`src/source/com_pkg.sv`:
```
package com_pkg;

    // pid bytes of the link.
    localparam logic [7:0] PID_SYNC = 8'h01;
    localparam logic [7:0] PID_CMD  = 8'h1E;
    localparam logic [7:0] PID_ACK  = 8'h2D;
    localparam logic [7:0] PID_NAK  = 8'hA5;
    localparam logic [7:0] PID_STL  = 8'hE1;

    // head nibble of the first payload byte.
    localparam logic [3:0] HEAD_DIDX   = 4'h9;
    localparam logic [3:0] HEAD_DDIDX  = 4'h1;
    localparam logic [3:0] HEAD_DPARAM = 4'h5;

    localparam int LEN_BYTES = 2; // the low nibble of the last one is the payload count.

    localparam logic [4:0] CRC_POLY = 5'h05; // x^5 + x^2 + 1.
    localparam logic [4:0] CRC_INIT = 5'h1f;

    localparam logic [7:0] IDLE_BYTE = 8'h00;

    typedef enum logic [3:0] {
        KIND_NONE   = 4'b0000,
        KIND_ACK    = 4'b0001,
        KIND_NAK    = 4'b0010,
        KIND_STL    = 4'b0011,
        KIND_DIDX   = 4'b0101,
        KIND_DPARAM = 4'b0110,
        KIND_DDIDX  = 4'b0111,
        KIND_ERROR  = 4'b1111
    } frame_kind_t;

    typedef struct packed {
        logic [3:0] device_idx;
        logic [3:0] data_idx;
        logic [3:0] freq_samp;
        logic [3:0] filt_up;
        logic [3:0] filt_low;
    } com_cfg_t;

    // result of one parsed frame, with the nibbles the parser captured.
    typedef struct packed {
        frame_kind_t kind;
        com_cfg_t    fields;
    } rx_frame_t;

    typedef struct packed {
        logic ack;
        logic nak;
        logic stall;
    } peer_status_t;

endpackage

```
`src/source/com_link_top.sv`:
```
`timescale 1ns/1ps

module com_link_top (
    input  logic                  clk,
    input  logic                  rst,
    input  logic [7:0]            rx_byte,
    output logic [7:0]            tx_byte,
    output com_pkg::com_cfg_t     cfg,
    output logic                  cfg_update,
    output com_pkg::peer_status_t peer
);
    import com_pkg::*;

    rx_frame_t  frame;
    logic       fs;
    logic       fd;
    logic       reply_req;
    logic [7:0] reply_pid;

    com_rx u_rx (
        .clk     (clk),
        .rst     (rst),
        .rx_byte (rx_byte),
        .fs      (fs),
        .fd      (fd),
        .frame   (frame)
    );

    frame_dispatch u_dispatch (
        .clk        (clk),
        .rst        (rst),
        .fs         (fs),
        .fd         (fd),
        .frame      (frame),
        .cfg        (cfg),
        .cfg_update (cfg_update),
        .peer       (peer),
        .reply_req  (reply_req),
        .reply_pid  (reply_pid)
    );

    com_tx u_tx (
        .clk       (clk),
        .rst       (rst),
        .reply_req (reply_req),
        .reply_pid (reply_pid),
        .tx_byte   (tx_byte)
    );

endmodule

```
`src/source/com_rx.sv`:
```
`timescale 1ns/1ps

module com_rx (
    input  logic              clk,
    input  logic              rst,
    input  logic [7:0]        rx_byte,
    output logic              fs,
    input  logic              fd,
    output com_pkg::rx_frame_t frame
);
    import com_pkg::*;

    typedef enum logic [2:0] {
        ST_INIT,
        ST_WAIT,
        ST_PID,
        ST_LEN,
        ST_DATA,
        ST_CRC,
        ST_DONE,
        ST_ERR
    } rx_state_t;

    rx_state_t   state_q, state_d;
    logic [3:0]  cnt_q;    // byte index within the length or payload field.
    logic [3:0]  len_q;    // payload count from the last length byte.
    frame_kind_t kind_q;
    com_cfg_t    fields_q;

    logic       last_len;
    logic       crc_clear;
    logic       crc_en;
    logic [7:0] crc;

    assign last_len  = (state_q == ST_LEN) && (cnt_q == 4'(LEN_BYTES - 1));
    assign crc_clear = (state_q == ST_WAIT) && (rx_byte == PID_SYNC);
    assign crc_en    = last_len || (state_q == ST_DATA);

    assign fs           = (state_q == ST_DONE);
    assign frame.kind   = kind_q;
    assign frame.fields = fields_q;

    always_comb begin
        state_d = state_q;
        case (state_q)
            ST_INIT: state_d = ST_WAIT;
            ST_WAIT: begin
                if (rx_byte == PID_SYNC) state_d = ST_PID;
            end
            ST_PID: begin
                case (rx_byte)
                    PID_CMD:                   state_d = ST_LEN;
                    PID_ACK, PID_NAK, PID_STL: state_d = ST_DONE;
                    default:                   state_d = ST_ERR;
                endcase
            end
            ST_LEN: begin
                // an empty payload cannot carry a head, so it is a broken frame.
                if (last_len) state_d = (rx_byte[3:0] == 4'h0) ? ST_ERR : ST_DATA;
            end
            ST_DATA: begin
                if (cnt_q == len_q - 4'd1) state_d = ST_CRC;
            end
            ST_CRC:  state_d = (rx_byte == crc) ? ST_DONE : ST_ERR;
            ST_DONE: begin
                if (fd) state_d = ST_WAIT;
            end
            ST_ERR:  state_d = ST_DONE;
            default: state_d = ST_INIT;
        endcase
    end

    always_ff @(posedge clk or posedge rst) begin
        if (rst) begin
            state_q <= ST_INIT;
        end else begin
            state_q <= state_d;
        end
    end

    always_ff @(posedge clk or posedge rst) begin
        if (rst) begin
            cnt_q <= 4'd0;
        end else if (state_d != state_q) begin
            cnt_q <= 4'd0;
        end else if (state_q == ST_LEN || state_q == ST_DATA) begin
            cnt_q <= cnt_q + 4'd1;
        end
    end

    always_ff @(posedge clk or posedge rst) begin
        if (rst) begin
            kind_q <= KIND_NONE;
        end else begin
            case (state_q)
                ST_PID: begin
                    case (rx_byte)
                        PID_ACK: kind_q <= KIND_ACK;
                        PID_NAK: kind_q <= KIND_NAK;
                        PID_STL: kind_q <= KIND_STL;
                        default: kind_q <= KIND_NONE; // a command until its head is seen.
                    endcase
                end
                ST_DATA: begin
                    if (cnt_q == 4'd0) begin
                        case (rx_byte[7:4])
                            HEAD_DIDX:   kind_q <= KIND_DIDX;
                            HEAD_DDIDX:  kind_q <= KIND_DDIDX;
                            HEAD_DPARAM: kind_q <= KIND_DPARAM;
                            default:     kind_q <= KIND_NONE;
                        endcase
                    end
                end
                ST_ERR:  kind_q <= KIND_ERROR;
                default: kind_q <= kind_q;
            endcase
        end
    end

    // captured nibbles are only read back for the fields a kind names.
    always_ff @(posedge clk) begin
        if (last_len) len_q <= rx_byte[3:0];
        if (state_q == ST_DATA && cnt_q == 4'd0) begin
            case (rx_byte[7:4])
                HEAD_DIDX:   fields_q.device_idx <= rx_byte[3:0];
                HEAD_DDIDX:  fields_q.data_idx   <= rx_byte[3:0];
                HEAD_DPARAM: fields_q.freq_samp  <= rx_byte[3:0];
                default:     fields_q            <= fields_q;
            endcase
        end
        if (state_q == ST_DATA && cnt_q == 4'd1 && kind_q == KIND_DPARAM) begin
            fields_q.filt_up  <= rx_byte[7:4];
            fields_q.filt_low <= rx_byte[3:0];
        end
    end

    crc5 u_crc5 (
        .clk    (clk),
        .rst    (rst),
        .clear  (crc_clear),
        .enable (crc_en),
        .din    (rx_byte),
        .crc    (crc)
    );

    // the finished frame is held, and the dispatcher takes it on the next edge.
    assert property (@(posedge clk) disable iff (rst) fs && !fd |=> fs && fd);

endmodule

```
`src/source/com_tx.sv`:
```
`timescale 1ns/1ps

module com_tx (
    input  logic       clk,
    input  logic       rst,
    input  logic       reply_req,
    input  logic [7:0] reply_pid,
    output logic [7:0] tx_byte
);
    import com_pkg::*;

    logic       pid_pending; // high while sync is on the line.
    logic [7:0] pid_q;

    always_ff @(posedge clk or posedge rst) begin
        if (rst) begin
            pid_pending <= 1'b0;
            tx_byte     <= IDLE_BYTE;
        end else if (reply_req) begin
            pid_pending <= 1'b1;
            tx_byte     <= PID_SYNC;
        end else if (pid_pending) begin
            pid_pending <= 1'b0;
            tx_byte     <= pid_q;
        end else begin
            tx_byte <= IDLE_BYTE;
        end
    end

    always_ff @(posedge clk) begin
        if (reply_req) pid_q <= reply_pid;
    end

    // the frame spacing on the input keeps replies from overlapping.
    assert property (@(posedge clk) disable iff (rst) pid_pending |-> !reply_req);

endmodule

```
`src/source/crc5.sv`:
```
`timescale 1ns/1ps

module crc5 (
    input  logic       clk,
    input  logic       rst,
    input  logic       clear,
    input  logic       enable,
    input  logic [7:0] din,
    output logic [7:0] crc
);
    import com_pkg::*;

    logic [4:0] crc_q;

    // one byte folded in msb first, one bit step per loop pass.
    function automatic logic [4:0] crc_byte(input logic [4:0] c, input logic [7:0] d);
        logic [4:0] r;
        logic       fb;
        r = c;
        for (int i = 7; i >= 0; i--) begin
            fb = r[4] ^ d[i];
            r  = {r[3:0], 1'b0} ^ (fb ? CRC_POLY : 5'h00);
        end
        return r;
    endfunction

    always_ff @(posedge clk or posedge rst) begin
        if (rst) begin
            crc_q <= CRC_INIT;
        end else if (clear) begin
            crc_q <= CRC_INIT;
        end else if (enable) begin
            crc_q <= crc_byte(crc_q, din);
        end
    end

    assign crc = {3'b000, crc_q}; // sent with the top three bits zero.

    // the parser presets at sync and only folds later bytes of the frame.
    assert property (@(posedge clk) disable iff (rst) !(clear && enable));

endmodule

```
`src/source/frame_dispatch.sv`:
```
`timescale 1ns/1ps

module frame_dispatch (
    input  logic                 clk,
    input  logic                 rst,
    input  logic                 fs,
    output logic                 fd,
    input  com_pkg::rx_frame_t   frame,
    output com_pkg::com_cfg_t    cfg,
    output logic                 cfg_update,
    output com_pkg::peer_status_t peer,
    output logic                 reply_req,
    output logic [7:0]           reply_pid
);
    import com_pkg::*;

    logic         cap;      // first edge of a finished frame.
    com_cfg_t     cfg_d;
    logic         upd_d;
    logic         req_d;
    logic [7:0]   pid_d;
    peer_status_t peer_d;

    assign cap = fs && !fd;

    always_comb begin
        cfg_d  = cfg;
        upd_d  = 1'b0;
        req_d  = 1'b0;
        pid_d  = PID_NAK;
        peer_d = '0;
        case (frame.kind)
            KIND_DIDX: begin
                cfg_d.device_idx = frame.fields.device_idx;
                upd_d = 1'b1;
            end
            KIND_DDIDX: begin
                cfg_d.data_idx = frame.fields.data_idx;
                upd_d = 1'b1;
            end
            KIND_DPARAM: begin
                cfg_d.freq_samp = frame.fields.freq_samp;
                cfg_d.filt_up   = frame.fields.filt_up;
                cfg_d.filt_low  = frame.fields.filt_low;
                upd_d = 1'b1;
            end
            KIND_ACK: peer_d.ack   = 1'b1;
            KIND_NAK: peer_d.nak   = 1'b1;
            KIND_STL: peer_d.stall = 1'b1;
            default:  req_d = 1'b1; // unknown head or a broken frame.
        endcase
        if (upd_d) begin
            req_d = 1'b1;
            pid_d = PID_ACK;
        end
    end

    always_ff @(posedge clk or posedge rst) begin
        if (rst) begin
            fd         <= 1'b0;
            cfg        <= '0;
            cfg_update <= 1'b0;
            reply_req  <= 1'b0;
            peer       <= '0;
        end else begin
            fd         <= cap;
            cfg_update <= cap && upd_d;
            reply_req  <= cap && req_d;
            peer       <= cap ? peer_d : '0;
            if (cap) cfg <= cfg_d;
        end
    end

    always_ff @(posedge clk) begin
        if (cap) reply_pid <= pid_d; // only looked at with reply_req.
    end

endmodule

```
`config.mk`:
```
export PLATFORM = sky130hd
export DESIGN_NAME = com_link_top
export DESIGN_NICKNAME = d
export VERILOG_FILES = /design/src/source/com_pkg.sv /design/src/source/com_link_top.sv /design/src/source/com_rx.sv /design/src/source/com_tx.sv /design/src/source/crc5.sv /design/src/source/frame_dispatch.sv
export SDC_FILE = /design/constraint.sdc
export NUM_CORES = 1
export LEC_CHECK = 0
export ABC_CLOCK_PERIOD_IN_PS = 3000
export BUFFER_PORTS_ARGS = -buffer_cell sky130_fd_sc_hd__buf_2
export CORE_UTILIZATION = 42
export CTS_CLUSTER_DIAMETER = 60
export DETAILED_ROUTE_END_ITERATION = 8
export PLACE_DENSITY = 0.63
export SETUP_SLACK_MARGIN = 0.15
export SYNTH_ARGS = -nofsm -noshare
export SYNTH_HDL_FRONTEND = slang
export SYNTH_SLANG_ARGS = --single-unit
```
`constraint.sdc`:
```
create_clock -name clk -period 3 [get_ports clk]
set_input_delay 0.45 -clock clk [delete_from_list [all_inputs] [get_ports clk]]
set_output_delay 0.45 -clock clk [all_outputs]
set_load 0.005 [all_outputs]
```
==> metrics.txt <==
outcome=finished clean; Seq/Total Area, Yosys=0.568; Total Negative Setup Slacks=0 ns; mapped cell area=3560 sq um; CTS tree=done; first-pass GRT wire length=11.0 mm; ANT cells=0; launch point of the worst reg-to-reg path=u_rx.state_q[0]; vias in the first global route=2,199; Tmin final=2.36 ns; drt total wl=6.61 mm; PnR Total Power=3.72 mW; share of cells above drive strength 1=0.294; WS Path Type=reg2reg; cts bufs inserted=9; Clock Sinks=75; Post-Synth Simple-Gate Area=0.127; DR WL/cell=15.6 microns; Ports=42; Hold Path Class=in2async; detailed placement HPWL=4.49 mm; Worst EP required=3.23 ns; post-CTS setup repair buffer count=0; WHS=0.326 ns; die span in x=94.1 microns; ys async rst share=0.627; maxcap violations=0; Reg clk slew, reported paths=0.08 ns; Post-Synth XOR/XNOR Area=0.0755; Core Region=8220 sq um; Site Rows=33; Synth Instances=277; placed cell areas=3830 sq um; CTS Buffer Depth=2; root buffer cell=clkbuf_8; max_slew headroom=0.329; GRT Residual Overflow=0; Final #Nets=329; initial antenna violation count=0; via/cell ratio=5.26; DRT Pass-1 Iters=4; Synth Register Bits=75; DRT antenna net count=0; worst skew pair latency=0.35 ns; # H-tree levels=3; crit path from=u_rx.state_q[0]; DRC=0; crit path capture type=flip-flop; DR vias=2,235; Starting Density=0.434; largest net degree at the start of global routing=48; CP delay by family, top=simple AND/OR/NAND/NOR gates; RSZ-0062 raised after global routing=no; Compound-Gate Fraction of Synth Area=0.0853; buffers and inverters on the worst path=0; design area=4020 sq um; crit-path max FO=19; FF-to-FF setup slack=0.64 ns; CP arrival=2.60 ns; post-synthesis mux area share=0.0920; Worst VDD drop=0.326 mV; # hold bufs at CTS=0; Fin Clk Skew=0.00920 ns; gpl congestion=0.847; final slew viol count=0; Hold Fails Final Rpt=0; number of synthesized flops with an enable pin=28; Pleak=1.74 nW; DR iter-0 viols=115; adder-cell share of the synthesized area=0.0140; largest family of logic cells by synthesized area=simple AND/OR/NAND/NOR gates; CP max-delay cell=or4b_4; Die Area=8860 sq um; Post-CTS Resized=0; synthesized area per cell=12.9 sq um; ratio of final minimum period to clock period=0.787; cell chain of the critical path=nand2b_4 > or3_1 > or4b_4 > mux2_4; GRT Resource Usage Total=0.167; P per Cell Area=926 nW/um^2; Netlist cell types=61; input/output buffers=38; predominant post-synthesis flop cell=dfrtp_1; Syn-to-layout area delta=12.7%; Synth Warn #=0; Worst Max-Slew Pin Slew=1.01 ns; crit start category=flip-flop; Die Ht=94.1 microns; fmax=423 MHz; final setup fails=0; crit-path max cell delay=0.62 ns
sequential cells by signal (all words and copies together), names as in the netlist, 2 cells and up:
signal                count
u_dispatch.cfg           20
u_rx.frame               20
u_rx.u_crc5.crc_q         5
u_rx.cnt_q                4
u_rx.kind_q               4
u_rx.len_q                4
u_tx.tx_byte              4
u_dispatch.peer           3
u_rx.state_q              3
u_dispatch.reply_pid      2
u_tx.pid_q                2
worst paths after layout:
kind	end	depth (start not counted)
max reg2reg	u_dispatch.cfg[17]	4
min	u_tx.tx_byte[5]	2
min reg2reg	u_tx.pid_q[7]	0
max	u_dispatch.cfg[17]	4
max in group asynchronous	u_dispatch.cfg[8]	2
min in group clk	u_rx.frame[5]	1
placed cells by master (no fill, tap or decap), drive strengths merged, types with 9 or more instances in the layout:
cell     n
nor2    10
edfxtp  28
mux2    20
nand2   20
inv     11
buf     42
xor2     9
dfrtp   42
clkbuf  10
xnor2   19
per-layer routing:
layer,share of wire,track usage,vias up
met1,0.47,0.221,1104
met4,0.023,0.0936,0
met3,0.039,0.0316,16
li1,-,-,1066
met2,0.47,0.257,49
met5,0,0,-
logic make-up (layout without fill, tap and decap cells):
group / Yosys count / count (layout)
buf+inv: 27 / 68
xor+xnor: 29 / 29
mux: 25 / 25
fa+ha+maj: 4 / 4
simple gates: 75 / 75
compound gates: 41 / 41
other cells: 1 / 3
flops: 75 / 75
per-stage QoR:
step | instances | utilization | setup WS, ns
2_1_floorplan | 279 | - | 0.540
3_3_place_gp | 409 | 0.466 | 0.664
3_5_place_dp | 409 | 0.466 | 0.669
4_1_cts | 425 | 0.489 | 0.648
5_1_grt | 425 | 0.489 | 0.453
6_report | 425 | 0.489 | 0.638
power breakdown:
| part | total [mW] | switching (mW) | internal (mW) |
|---|---|---|---|
| registers | 1.63 | 0.264 | 1.37 |
| clock network | 0.775 | 0.391 | 0.385 |
| logic | 1.31 | 0.608 | 0.706 |
worst register-to-register path, stage by stage, from the launching register on:
cell	delay, ns
dfrtp_1	0.59
nand2b_4	0.25
or3_1	0.47
or4b_4	0.62
mux2_4	0.31
synth_stat cells (3+ instances only):
library cell	number	area (sq um)
nand2_1	20	75.1
ha_1	4	50.1
a21oi_1	3	15.0
mux2_2	4	45.0
mux2_4	14	210
dfrtp_1	42	1050
clkbuf_1	6	22.5
a2bb2oi_1	5	43.8
nor3_1	6	30.0
inv_1	9	33.8
xnor2_1	19	166
nor4_1	4	25.0
nor2_1	10	37.5
nor3b_1	3	22.5
a31oi_1	5	31.3
nor2b_1	4	25.0
a21boi_0	3	22.5
buf_4	4	30.0
o21ai_0	6	30.0
o211ai_1	4	30.0
xor2_1	9	78.8
dfstp_2	5	131
mux2i_1	5	50.1
buf_2	3	15.0
or2_2	3	18.8
edfxtp_1	28	841
nand3_1	5	25.0
cell type report:
class	count	area, sq um
Multi-Input combinational cell	177	1410
Timing Repair Buffer	42	220
Sequential cell	75	2020
Fill cell	739	4200
Tap cell	105	131
Clock buffer	10	128
Clock inverter	6	63.8
Inverter	10	37.5
(Power assumes the default switching activity.)
